`src/design/fxpPkg.sv`:
```
package fxpPkg;

    // Signed fixed-point format, sign + integer + fraction
    localparam int intBits  = 8;
    localparam int fracBits = 8;
    localparam int fxpWidth = intBits + fracBits + 1;

    // Factors, table entries, partial sums and results all share this format
    typedef logic signed [fxpWidth-1:0] fxp_t;

endpackage

```
`src/design/daPkg.sv`:
```
package daPkg;

    localparam int stepIdxWidth = 8;

    // Evaluation sequence
    typedef enum logic [2:0] {
        IDLE,
        LOAD,
        RUN,
        FLUSH,
        FINISH
    } daState_e;

    // Control word from the sequencer to the datapath
    typedef struct packed {
        logic                    capture;
        logic                    stepValid;
        logic                    firstStep;
        logic                    lastStep;
        logic [stepIdxWidth-1:0] stepIndex;
    } stepCtrl_t;

endpackage

```
`src/design/daLut.sv`:
```
`timescale 1ns/1ps

module daLut #(
    parameter int                         lutSize = 4,
    parameter fxpPkg::fxp_t [lutSize-1:0] factors = '0
) (
    input  logic [lutSize-1:0] grp,
    output fxpPkg::fxp_t       value
);
    import fxpPkg::*;

    localparam int numEntries = 1 << lutSize;

    // Entry e holds the sum of +factor where bit j of e is set, -factor otherwise
    function automatic fxp_t [numEntries-1:0] buildTable();
        fxp_t [numEntries-1:0] tbl;
        fxp_t                  acc;
        for (int e = 0; e < numEntries; e++) begin
            acc = '0;
            for (int j = 0; j < lutSize; j++) begin
                if (((e >> j) & 1) == 1) begin
                    acc = acc + factors[j];
                end else begin
                    acc = acc - factors[j];
                end
            end
            tbl[e] = acc;
        end
        return tbl;
    endfunction

    localparam fxp_t [numEntries-1:0] lutTable = buildTable();

    assign value = lutTable[grp];

endmodule

```
`src/design/daLutBank.sv`:
```
`timescale 1ns/1ps

module daLutBank #(
    parameter int                        numSel  = 16,
    parameter int                        lutSize = 4,
    parameter fxpPkg::fxp_t [numSel-1:0] factors = '0,
    localparam int                       numLuts = (numSel + lutSize - 1) / lutSize
) (
    input  logic             clk,
    input  logic             rstPulse,
    input  daPkg::stepCtrl_t stepCtrl,
    input  logic [numSel-1:0] sel,
    output fxpPkg::fxp_t     lutOut [numLuts]
);
    import fxpPkg::*;

    logic [numSel-1:0] selReg;

    // Selector is held for the whole run so sel may move freely
    always_ff @(posedge clk or posedge rstPulse) begin
        if (rstPulse) begin
            selReg <= '0;
        end else if (stepCtrl.capture) begin
            selReg <= sel;
        end
    end

    for (genvar g = 0; g < numLuts; g++) begin : gLut
        localparam int offset  = g * lutSize;
        // Last group may be short
        localparam int grpSize = (numSel - offset < lutSize) ? (numSel - offset) : lutSize;

        fxp_t grpValue;

        daLut #(
            .lutSize (grpSize),
            .factors (factors[offset +: grpSize])
        ) u_lut (
            .grp   (selReg[offset +: grpSize]),
            .value (grpValue)
        );

        always_ff @(posedge clk or posedge rstPulse) begin
            if (rstPulse) begin
                lutOut[g] <= '0;
            end else begin
                lutOut[g] <= grpValue;
            end
        end
    end

endmodule

```
`src/design/daAdderTree.sv`:
```
`timescale 1ns/1ps

module daAdderTree #(
    parameter int  numSel      = 16,
    parameter int  lutSize     = 4,
    parameter int  lutsPerStep = 2,
    localparam int numLuts     = (numSel + lutSize - 1) / lutSize
) (
    input  logic             clk,
    input  logic             rstPulse,
    input  daPkg::stepCtrl_t stepCtrl,
    input  fxpPkg::fxp_t     lutOut [numLuts],
    output fxpPkg::fxp_t     stepSum,
    output logic             sumValid,
    output logic             sumFirst,
    output logic             sumLast
);
    import fxpPkg::*;

    // Leaves padded up to a power of two
    localparam int treeDepth = $clog2(lutsPerStep);
    localparam int treeWidth = 1 << treeDepth;

    int   stepBase;
    fxp_t leaves [treeWidth];

    // Pairwise reduction, one level per pass, wraps modulo 2^fxpWidth
    function automatic fxp_t sumTree(fxp_t leafIn [treeWidth]);
        fxp_t node [treeWidth];
        node = leafIn;
        for (int lvl = 0; lvl < treeDepth; lvl++) begin
            for (int i = 0; i < (treeWidth >> (lvl + 1)); i++) begin
                node[i] = node[2*i] + node[2*i+1];
            end
        end
        return node[0];
    endfunction

    always_comb begin
        stepBase = int'(stepCtrl.stepIndex) * lutsPerStep;
        for (int i = 0; i < treeWidth; i++) begin
            if (i < lutsPerStep && stepBase + i < numLuts) begin
                leaves[i] = lutOut[stepBase + i];
            end else begin
                leaves[i] = '0;
            end
        end
    end

    always_ff @(posedge clk) begin
        if (stepCtrl.stepValid) begin
            stepSum <= sumTree(leaves);
        end
    end

    // Step marks follow the sum by one cycle
    always_ff @(posedge clk or posedge rstPulse) begin
        if (rstPulse) begin
            sumValid <= 1'b0;
            sumFirst <= 1'b0;
            sumLast  <= 1'b0;
        end else begin
            sumValid <= stepCtrl.stepValid;
            sumFirst <= stepCtrl.stepValid && stepCtrl.firstStep;
            sumLast  <= stepCtrl.stepValid && stepCtrl.lastStep;
        end
    end

endmodule

```
`src/design/daAccumulator.sv`:
```
`timescale 1ns/1ps

module daAccumulator (
    input  logic         clk,
    input  logic         rstPulse,
    input  fxpPkg::fxp_t stepSum,
    input  logic         sumValid,
    input  logic         sumFirst,
    input  logic         sumLast,
    output fxpPkg::fxp_t result,
    output logic         accDone
);
    import fxpPkg::*;

    fxp_t runSum;
    fxp_t nextSum;

    // First step restarts the sum
    assign nextSum = sumFirst ? stepSum : runSum + stepSum;

    always_ff @(posedge clk) begin
        if (sumValid) begin
            runSum <= nextSum;
        end
    end

    // Result only ever shows a finished sum
    always_ff @(posedge clk or posedge rstPulse) begin
        if (rstPulse) begin
            result  <= '0;
            accDone <= 1'b0;
        end else begin
            accDone <= sumValid && sumLast;
            if (sumValid && sumLast) begin
                result <= nextSum;
            end
        end
    end

endmodule

```
`src/design/daControl.sv`:
```
`timescale 1ns/1ps

module daControl #(
    parameter int numSel      = 16,
    parameter int lutSize     = 4,
    parameter int lutsPerStep = 2
) (
    input  logic             clk,
    input  logic             rstPulse,
    input  logic             start,
    input  logic             accDone,
    output daPkg::stepCtrl_t stepCtrl,
    output logic             busy,
    output logic             done
);
    import daPkg::*;

    localparam int numLuts  = (numSel + lutSize - 1) / lutSize;
    localparam int numSteps = (numLuts + lutsPerStep - 1) / lutsPerStep;

    daState_e                state;
    logic [stepIdxWidth-1:0] stepCnt;

    always_ff @(posedge clk or posedge rstPulse) begin
        if (rstPulse) begin
            state   <= IDLE;
            stepCnt <= '0;
        end else begin
            case (state)
                IDLE: begin
                    if (start) begin
                        state   <= LOAD;
                        stepCnt <= '0;
                    end
                end
                LOAD: begin
                    state <= RUN;
                end
                RUN: begin
                    if (stepCnt == stepIdxWidth'(numSteps - 1)) begin
                        state   <= FLUSH;
                        stepCnt <= '0;
                    end else begin
                        stepCnt <= stepCnt + 1'b1;
                    end
                end
                FLUSH: begin
                    // Last partial sum moves from the tree into the accumulator
                    state <= FINISH;
                end
                FINISH: begin
                    // accDone arrives in this cycle
                    if (accDone) begin
                        state <= IDLE;
                    end
                end
                default: state <= IDLE;
            endcase
        end
    end

    // Starts outside IDLE are dropped here
    assign stepCtrl.capture   = (state == IDLE) && start;
    assign stepCtrl.stepValid = (state == RUN);
    assign stepCtrl.firstStep = (state == RUN) && (stepCnt == '0);
    assign stepCtrl.lastStep  = (state == RUN) && (stepCnt == stepIdxWidth'(numSteps - 1));
    assign stepCtrl.stepIndex = stepCnt;

    assign busy = (state != IDLE);
    assign done = accDone;

endmodule

```
`src/design/daEngine.sv`:
```
`timescale 1ns/1ps

module daEngine #(
    parameter int                        numSel      = 16,
    parameter int                        lutSize     = 4,
    parameter int                        lutsPerStep = 2,
    parameter fxpPkg::fxp_t [numSel-1:0] factors     = '0
) (
    input  logic              clk,
    input  logic              rstPulse,
    input  logic              start,
    input  logic [numSel-1:0] sel,
    output fxpPkg::fxp_t      result,
    output logic              done,
    output logic              busy
);
    import fxpPkg::*;
    import daPkg::*;

    localparam int numLuts = (numSel + lutSize - 1) / lutSize;

    stepCtrl_t stepCtrl;
    fxp_t      lutOut [numLuts];
    fxp_t      stepSum;
    logic      sumValid;
    logic      sumFirst;
    logic      sumLast;
    logic      accDone;

    daControl #(
        .numSel      (numSel),
        .lutSize     (lutSize),
        .lutsPerStep (lutsPerStep)
    ) u_control (
        .clk      (clk),
        .rstPulse (rstPulse),
        .start    (start),
        .accDone  (accDone),
        .stepCtrl (stepCtrl),
        .busy     (busy),
        .done     (done)
    );

    daLutBank #(
        .numSel  (numSel),
        .lutSize (lutSize),
        .factors (factors)
    ) u_lutBank (
        .clk      (clk),
        .rstPulse (rstPulse),
        .stepCtrl (stepCtrl),
        .sel      (sel),
        .lutOut   (lutOut)
    );

    daAdderTree #(
        .numSel      (numSel),
        .lutSize     (lutSize),
        .lutsPerStep (lutsPerStep)
    ) u_adderTree (
        .clk      (clk),
        .rstPulse (rstPulse),
        .stepCtrl (stepCtrl),
        .lutOut   (lutOut),
        .stepSum  (stepSum),
        .sumValid (sumValid),
        .sumFirst (sumFirst),
        .sumLast  (sumLast)
    );

    daAccumulator u_accumulator (
        .clk      (clk),
        .rstPulse (rstPulse),
        .stepSum  (stepSum),
        .sumValid (sumValid),
        .sumFirst (sumFirst),
        .sumLast  (sumLast),
        .result   (result),
        .accDone  (accDone)
    );

endmodule

```
`config.mk`:
```
export PLATFORM = sky130hd
export DESIGN_NAME = daEngine
export DESIGN_NICKNAME = d
export VERILOG_FILES = /design/src/design/fxpPkg.sv /design/src/design/daPkg.sv /design/src/design/daLut.sv /design/src/design/daLutBank.sv /design/src/design/daAdderTree.sv /design/src/design/daAccumulator.sv /design/src/design/daControl.sv /design/src/design/daEngine.sv
export SDC_FILE = /design/constraint.sdc
export NUM_CORES = 1
export LEC_CHECK = 0
export ABC_AREA = 1
export BUFFER_PORTS_ARGS = -buffer_cell sky130_fd_sc_hd__buf_2
export CORE_ASPECT_RATIO = 1.2
export CORE_MARGIN = 1.5
export CORE_UTILIZATION = 60
export CTS_BUF_LIST = sky130_fd_sc_hd__clkbuf_2
export CTS_CLUSTER_SIZE = 10
export DETAILED_ROUTE_END_ITERATION = 10
export HOLD_SLACK_MARGIN = 0.12
export PLACE_DENSITY = 0.85
export SLEW_MARGIN = 20
export SYNTH_ARGS = -nofsm -noshare
export SYNTH_HDL_FRONTEND = slang
export SYNTH_SLANG_ARGS = --single-unit
```
`constraint.sdc`:
```
create_clock -name clk -period 4.6 [get_ports clk]
set_clock_uncertainty 0.2 [all_clocks]
set_input_delay 1.15 -clock clk [delete_from_list [all_inputs] [get_ports clk]]
set_output_delay 1.15 -clock clk [all_outputs]
set_load 0.005 [all_outputs]
```
# After elaboration in Yosys (flattened, before gate mapping)
# Memory sizes are Yosys's and may differ from the RTL's. A register that Yosys moved wholly into a read port is not among the register bits.
# Index checks and enable logic that the tools add are counted.
# word_totals
reg_bits	82
mem_bits_ro	1088
out_inout_bits	19
elab_cells	60
n_memories	4
# memory_table
name	words	width	rd	rd_ports_with_merged_regs	write_ports	line_no	source
(name not given)	16	17	1	1	0	daLut.sv:34	assign value = lutTable[grp];
(name not given)	16	17	1	1	0	daLut.sv:34	
(name not given)	16	17	1	1	0	daLut.sv:34	
(name not given)	16	17	1	1	0	daLut.sv:34	
# classes
n_addsub	4
magnitude_cmp	4
eq_ne	8
muxes	16
n_bitwise	2
reduce_logical	12
# ops
cell	count
two-way mux 17 bit	7
binary-select mux 17 bit (select 2 bit)	2
greater-or-equal comparator 32 x 3 -> 1 bit, second input constant	2
adder 17 bit	2
< comparator 32 x 4 -> 1 bit, second input constant	1
NOT 32 bit	1
NOT 9 -> 32 bit	1
two-way mux 8 bit	2
one-hot mux 8 bit (2 select lines)	1
one-hot mux 3 bit (5 select lines)	1
adder 9 x 1 -> 10 bit, second input constant	1
< comparator 9 x 3 -> 1 bit, second input constant	1
two-way mux 3 bit	3
adder 8 x 1 -> 8 bit, second input constant	1
equality test 8 x 1 -> 1 bit, second input constant	1
logical NOT 8 bit	1
equality test 3 x 2 -> 1 bit, second input constant	2
logical AND 1 bit	6
!= test 2 bit, second input constant	2
equality test 3 x 1 -> 1 bit, second input constant	1
equality test 3 bit, second input constant	1
logical NOT 3 bit	1
AND reduction 3 bit	1
nonzero test 3 bit	1
3 further kinds	3

# Longest topological paths before layout
# Gate-level depths: netlist of run 1.
# depth
depth_word	7
depth_mapped	6
ltp_nobuf	6

# Modules after synthesis
# A second synthesis of run 1 with hierarchy kept.
# hier_totals
hier_cells	983
hier_area_um2	8154.1
# modules_own_cells
mod	instances	cells_per_inst	area_per_inst_um2	seq_area_each_um2
daAccumulator	1	334	2457.4	960.9
daLutBank	1	137	2349.8	2102.0
daAdderTree	1	346	2149.6	585.6
daControl	1	94	671.9	275.3
daLut	4	18	131.4	0.0

# Worst setup path before layout of run 1
# No wires, ideal clock.
# synth_path
kind	register to output
start	register u_control.state[0]
end	output busy
arrival_ps	638
setup_slack_ps	2612
path_stages_with_launch	3
path_cell_list	dfrtp_1 nor2_4 nand2_1
# synth_via
elab_chain_cells	1
# synth_lines
element	line_no	source
from (decl)	daControl.sv:21	daState_e state;
from (signal assigned)	daControl.sv:26	state <= IDLE;
from (signal assigned)	daControl.sv:32	state <= LOAD;
from (signal assigned)	daControl.sv:37	state <= RUN;
nonzero test 3 bit	daControl.sv:69	assign busy = (state != IDLE);
to (decl)	daEngine.sv:15	output logic busy
# No other way between the ends.

# Worst setup path after layout of run 1
# Ends and elaborated chain as after synthesis.

==> impl_metrics.json, run 1 <==
{
  "crit_path_end_kind": "primary output",
  "die_x_um": 57.0,
  "critPathKind": "reg -> out",
  "grt_max_degree": 33,
  "area_growth_pct": 7.39,
  "regToRegSetupSlack_ns": 2.56,
  "overflow": 0,
  "drtAntennaViolNets": 0,
  "setup_tns_ns": 0,
  "track_usage_pct": 19.0,
  "cts_inserted_buffers": 5,
  "nets": 265,
  "core_sq_mm": 0.00334,
  "syn_nets": 241,
  "root_buffer": "clkbuf_2",
  "die_h_um": 67.8,
  "cp_max_fo": 4,
  "dp.cells": 273,
  "vias_per_cell": 5.01,
  "status": "finished, final reports clean",
  "netlist_area_sq_mm": 0.00210,
  "whs_path_depth": 2,
  "syn_inst": 219,
  "tightestPinTransition_ns": 0.740,
  "hp-class": "reg -> reg",
  "period_share_pct": 56.5,
  "grt_pass1_vias": 1309,
  "firstDrtPassIters": 4,
  "ctsLongestPathBuffers": 2,
  "fp.dieArea_sq_mm": 0.00387,
  "clk_pin_slew_ns": 0.22,
  "io_buffers": 21,
  "fmax_mhz": 385,
  "cts_tree": "yes",
  "routedWlPerCell_um": 12.2,
  "endpoint": "busy",
  "vias": 1407,
  "clock-sinks": 49,
  "initialDrtViolationCount": 65,
  "seq_area_frac_synth_pct": 62.4,
  "diodes": 0,
  "num-fill-cells": 269,
  "powerDensity_mw_per_mm2": 572,
  "cts.repair.resized": 0,
  "start_util_pct": 62.9,
  "htree_levels": 2,
  "gp_congestion": 0.844,
  "syn_area_per_cell_sq_um": 9.59,
  "worstRegToRegCells": 4,
  "ios": 38,
  "drive_gt1_share_pct": 18.0,
  "relSlewSlack_pct": 50.7,
  "place_hpwl_mm": 2.28,
  "whs_ns": 0.309,
  "grt_pass1_wl_mm": 5.53,
  "route.detailed.drc": 0,
  "rows": 23,
  "final_cells": 281,
  "required_ns": 3.25,
  "cp-start-kind": "flip-flop",
  "synthFlopType": "dfrtp_1",
  "finalSetupViolCount": 0,
  "maxCapViolCount": 0,
  "clkLatencyLatePin_ns": 0.43,
  "wl_mm": 3.42,
  "drv_slew": 0,
  "utilization_pct": 67.6,
  "ys_ff_latch": 49,
  "synth_cell_types": 24,
  "cts_setup_buffers": 0,
  "finalCriticalPeriod_ns": 2.60,
  "worstReg2RegStart": "u_adderTree.sumValid$_DFF_PP0_",
  "timing.rr.end": "u_accumulator.result[0]$_DFFE_PP0P_",
  "yosys_warnings": 0,
  "async_flop_share_pct": 65.3,
  "rsz0062_at_grt": "no",
  "synth_edf_count": 17,
  "postCtsHoldBufs": 0,
  "antenna_found_initial": 0,
  "total_leakage_power_nw": 1.20,
  "hold_viol_final": 0,
  "crit_path_start": "u_control.state[0]$_DFFE_PP0P_",
  "worstPathArrival_ns": 1.25,
  "max-vdd-ir-drop_uv": 322
}
registers in the layout, indices dropped and copies added (netlist names):
| register | cells |
|---|---|
| u_accumulator.accDone | 1 |
| u_accumulator.result | 17 |
| u_accumulator.runSum | 17 |
| u_adderTree.sumFirst | 1 |
| u_adderTree.sumLast | 1 |
| u_adderTree.sumValid | 1 |
| u_control.state | 3 |
| u_control.stepCnt | 8 |
critical path, stage by stage (launching register included):
cell	delay (ns)
dfrtp_1	0.48
nor2_4	0.17
nand2_1	0.06
buf_2	0.12
power by group:
group / leakage, nW / internal, mW / switching [mW]
combinational: 0.582 / 0.145 / 0.209
sequential: 0.591 / 0.638 / 0.125
clock: 0.0252 / 0.0392 / 0.134
total: 1.20 / 0.823 / 0.467
stage by stage:
| stage | setup slack (ns) | area [sq um] | total power, mW |
|---|---|---|---|
| detailed placement | 2.49 | 2210 | 1.13 |
| global placement | 2.49 | 2210 | 1.11 |
| floorplan | 2.56 | 2100 | 1.01 |
| CTS | 1.97 | 2260 | 1.30 |
| global route | 1.91 | 2260 | 1.38 |
| finish | 2.00 | 2260 | 1.29 |
layout by cell type (no fill, tap or decap), types with 2 or more instances in the layout:
cell | Yosys | final
ha_1 | 3 | 3
o21bai_1 | 2 | 2
o21ai_2 | 2 | 2
o21ai_0 | 2 | 2
nand2_2 | 2 | 2
nand3_1 | 11 | 11
dfrtp_1 | 32 | 32
clkbuf_2 | 0 | 6
clkinvlp_4 | 0 | 2
inv_1 | 27 | 27
edfxtp_1 | 17 | 17
buf_2 | 2 | 21
nand3_2 | 4 | 4
nand2_1 | 76 | 76
nor2_1 | 28 | 28
cell type report:
| class | count | area, sq um | area share (%) |
|---|---|---|---|
| Sequential cell | 49 | 1310 | 58.1 |
| Multi-Input combinational cell | 136 | 629 | 27.9 |
| Timing Repair Buffer | 22 | 113 | 4.99 |
| Inverter | 29 | 111 | 4.94 |
| Tap cell | 37 | 46.3 | 2.05 |
| Clock buffer | 6 | 30.0 | 1.33 |
| Clock inverter | 2 | 15.0 | 0.666 |
how the worst min path moves through the flow:
stage	slack (ns)	start	to
CTS	0.31	u_accumulator.result[12]$_DFFE_PP0P_	u_accumulator.result[12]$_DFFE_PP0P_
global placement	0.26	u_accumulator.result[11]$_DFFE_PP0P_	u_accumulator.result[11]$_DFFE_PP0P_
finish	0.31	u_accumulator.result[2]$_DFFE_PP0P_	u_accumulator.result[2]$_DFFE_PP0P_
global route	0.34	u_accumulator.result[1]$_DFFE_PP0P_	u_accumulator.result[1]$_DFFE_PP0P_
floorplan	0.26	u_accumulator.accDone$_DFF_PP0_	u_control.state[2]$_DFFE_PP0P_
detailed placement	0.26	u_accumulator.result[12]$_DFFE_PP0P_	u_accumulator.result[12]$_DFFE_PP0P_
per-layer routing:
layer / vias to the layer above / global-route usage, % / share of wire (%)
met5: - / 0 / 0
met4: 0 / 7.85 / 1.8
met3: 5 / 4.91 / 3.4
met2: 22 / 33.3 / 51
met1: 660 / 22.3 / 44
li1: 720 / - / -
kinds of logic (layout without fill, tap and decap cells):
| group | after synthesis | after routing | share of synthesized area [%] |
|---|---|---|---|
| AOI/OAI and AO/OA | 8 | 8 | 2.50 |
| adders and majority gates | 3 | 3 | 1.79 |
| buffers and inverters | 34 | 59 | 7.62 |
| DFF | 49 | 49 | 62.4 |
| and+or+nand+nor | 125 | 125 | 25.7 |
synth_stat cells (2+ instances only):
cell / n / area [sq um]
nor2_1: 28 / 105
o21ai_0: 2 / 10.0
nand2_2: 2 / 12.5
edfxtp_1: 17 / 510
inv_1: 27 / 101
buf_2: 2 / 10.0
nand3_2: 4 / 40.0
dfrtp_1: 32 / 801
nand2_1: 76 / 285
nand3_1: 11 / 55.1
ha_1: 3 / 37.5
o21ai_2: 2 / 17.5
o21bai_1: 2 / 15.0
(Power assumes the default switching activity.)
==> run 2: changes to the inputs <==
--- a/config.mk
+++ b/config.mk
@@ -9,12 +9,12 @@
 export BUFFER_PORTS_ARGS = -buffer_cell sky130_fd_sc_hd__buf_2
 export CORE_ASPECT_RATIO = 1.2
 export CORE_MARGIN = 1.5
-export CORE_UTILIZATION = 60
+export CORE_UTILIZATION = 57
 export CTS_BUF_LIST = sky130_fd_sc_hd__clkbuf_2
 export CTS_CLUSTER_SIZE = 10
 export DETAILED_ROUTE_END_ITERATION = 10
 export HOLD_SLACK_MARGIN = 0.12
-export PLACE_DENSITY = 0.85
+export PLACE_DENSITY = 0.81
 export SLEW_MARGIN = 20
 export SYNTH_ARGS = -nofsm -noshare
 export SYNTH_HDL_FRONTEND = slang
==> constraint.sdc (replaced) <==
create_clock -name clk -period 2.72 [get_ports clk]
set_clock_uncertainty 0.2 [all_clocks]
set_input_delay 0.68 -clock clk [delete_from_list [all_inputs] [get_ports clk]]
set_output_delay 0.68 -clock clk [all_outputs]
set_load 0.005 [all_outputs]
==> run 2 against run 1 <==
Net effect:
- sequential power up 64%
- total power up 84%
- hold slack worse by 0.0012 ns
- final cell count up 1.4%
- via count up 1.0%
- first-iteration DRC count up 51%
- register-to-register slack worse by 1.3 ns
- global-route usage about the same
==> impl_metrics.json, run 2 (same netlist as run 1, synthesis figures left out) <==
{
  "finalSetupViolCount": 0,
  "finalCriticalPeriod_ns": 2.11,
  "crit_chain": "nor2_4 > nand2_1 > buf_2",
  "place_hpwl_mm": 2.27,
  "wl_mm": 3.43,
  "status": "finished, final reports clean",
  "core_sq_mm": 0.00357,
  "whs_path_depth": 2,
  "vias_per_cell": 4.99,
  "initialDrtViolationCount": 98,
  "layout_common_cells": "76 x nand2_1, 32 x dfrtp_1, 28 x nor2_1, 27 x inv_1, 21 x buf_2",
  "min_from": "u_accumulator.result[14]$_DFFE_PP0P_",
  "cts_tree": "yes",
  "ctsLongestPathBuffers": 2,
  "grt_pass1_vias": 1429,
  "io_buffers": 21,
  "hp-class": "reg -> reg",
  "multi_input_area_sq_um": 629,
  "worstReg2RegStart": "u_adderTree.sumValid$_DFF_PP0_",
  "whs_ns": 0.308,
  "diodes": 0,
  "setup_tns_ns": 0,
  "ios": 38,
  "firstDrtPassIters": 4,
  "hold_viol_final": 0,
  "regToRegSetupSlack_ns": 1.29,
  "seqCellArea_sq_mm": 0.00131,
  "clkLatencyLatePin_ns": 0.41,
  "drive_gt1_share_pct": 18.3,
  "reg_top3": "u_accumulator.result (17), u_accumulator.runSum (17), u_control.stepCnt (8)",
  "overflow": 0,
  "slowest_delay_ns": 0.48,
  "area_growth_pct": 10.7,
  "crit_path_end_kind": "primary output",
  "nets": 267,
  "clock-sinks": 49,
  "fmax_mhz": 473,
  "required_ns": 1.84,
  "htree_levels": 2,
  "drtAntennaViolNets": 0,
  "whs_endpoint": "u_accumulator.result[14]$_DFFE_PP0P_",
  "mostFrequentLayoutCell": "nand2_1",
  "track_usage_pct": 18.9,
  "worstRegToRegCells": 4,
  "finalInstanceArea_sq_mm": 0.00232,
  "drv_slew": 0,
  "timing.rr.end": "u_accumulator.result[4]$_DFFE_PP0P_",
  "vias": 1421,
  "cpLargestDelayFamily": "flip-flops",
  "cp_slowest_cell": "dfrtp_1",
  "grt_pass1_wl_mm": 5.86,
  "antenna_found_initial": 0,
  "powerDensity_mw_per_mm2": 1020,
  "num-fill-cells": 303,
  "rsz0062_at_grt": "no",
  "path_buf_inv": 1,
  "tightestPinTransition_ns": 0.560,
  "route.detailed.drc": 0,
  "clk_pin_slew_ns": 0.23,
  "place_area_sq_mm": 0.00222,
  "routedWlPerCell_um": 12.0,
  "max-vdd-ir-drop_uv": 496,
  "rows": 24,
  "relSlewSlack_pct": 62.7,
  "start_util_pct": 58.8,
  "fp.dieArea_sq_mm": 0.00406,
  "cts_inserted_buffers": 5,
  "cp.depth": 3,
  "root_buffer": "clkbuf_2",
  "period_share_pct": 77.7,
  "maxCapViolCount": 0,
  "die_x_um": 58.4,
  "die_h_um": 69.5,
  "total_leakage_power_nw": 1.24,
  "worstPathArrival_ns": 1.23,
  "grt_max_degree": 33,
  "critPathKind": "reg -> out",
  "utilization_pct": 65.1,
  "gp_congestion": 0.873,
  "cp_max_fo": 4,
  "cp-start-kind": "flip-flop"
}
==> run 2: cell types whose count changed in the layout (fill, tap and decap cells not counted), sizes merged <==
cell / change
clkbuf: -1
inv: +1
dlygate4sd3: +1
buf: +1
clkinvlp: -2
bufinv: +2
==> run 2: area by class of cell <==
type | instances | area share (%)
sequential | 49 | 56.4
multi-input combinational | 136 | 27.1
inverter | 29 | 4.79
tap | 39 | 2.10
clock inverter | 3 | 2.96
timing repair buffer | 24 | 5.60
clock buffer | 5 | 1.08
==> run 2: how the worst max path moves through the flow <==
stage	slack [ns]	to	start
after floorplan	1.15	u_accumulator.accDone$_DFF_PP0_	rstPulse
after global placement	1.09	busy	u_control.state[0]$_DFFE_PP0P_
after detailed placement	1.08	busy	u_control.state[0]$_DFFE_PP0P_
after CTS	0.57	busy	u_control.state[0]$_DFFE_PP0P_
after global routing	0.48	busy	u_control.state[0]$_DFFE_PP0P_
final	0.61	busy	u_control.state[0]$_DFFE_PP0P_
==> run 2: repair_timing <==
item                                   4_1_cts  5_1_grt
gates resized for setup                      0        0
endpoints found under the hold margin       32        0
setup buffers                                0        0
hold buffers                                 1        0
==> run 2: layer usage <==
| metal | share of wire, % | track usage, % | vias up |
|---|---|---|---|
| li1 | - | - | 724 |
| met1 | 44 | 22.9 | 673 |
| met2 | 52 | 32.0 | 19 |
| met3 | 3.1 | 4.66 | 5 |
| met4 | 1.7 | 6.98 | 0 |
| met5 | 0 | 0 | - |
==> run 2: stage by stage <==
step	instances	setup WS (ns)	power, mW
CTS	285	0.569	2.40
detailed placement	276	1.08	1.92
global placement	276	1.09	1.89
floorplan	219	1.15	1.71
global route	285	0.481	2.55
finish	285	0.607	2.38
==> run 2: worst reg2reg max path: cells and delay by family, from the launching register on <==
kind	cells	cell delay (ns)
DFF	1	0.44
and+or+nand+nor	3	0.47
buffers and inverters	1	0.23
==> run 2: power breakdown <==
group	internal (mW)	switching, mW
registers	1.08	0.167
clock network	0.251	0.230
logic	0.255	0.395
total	1.58	0.792
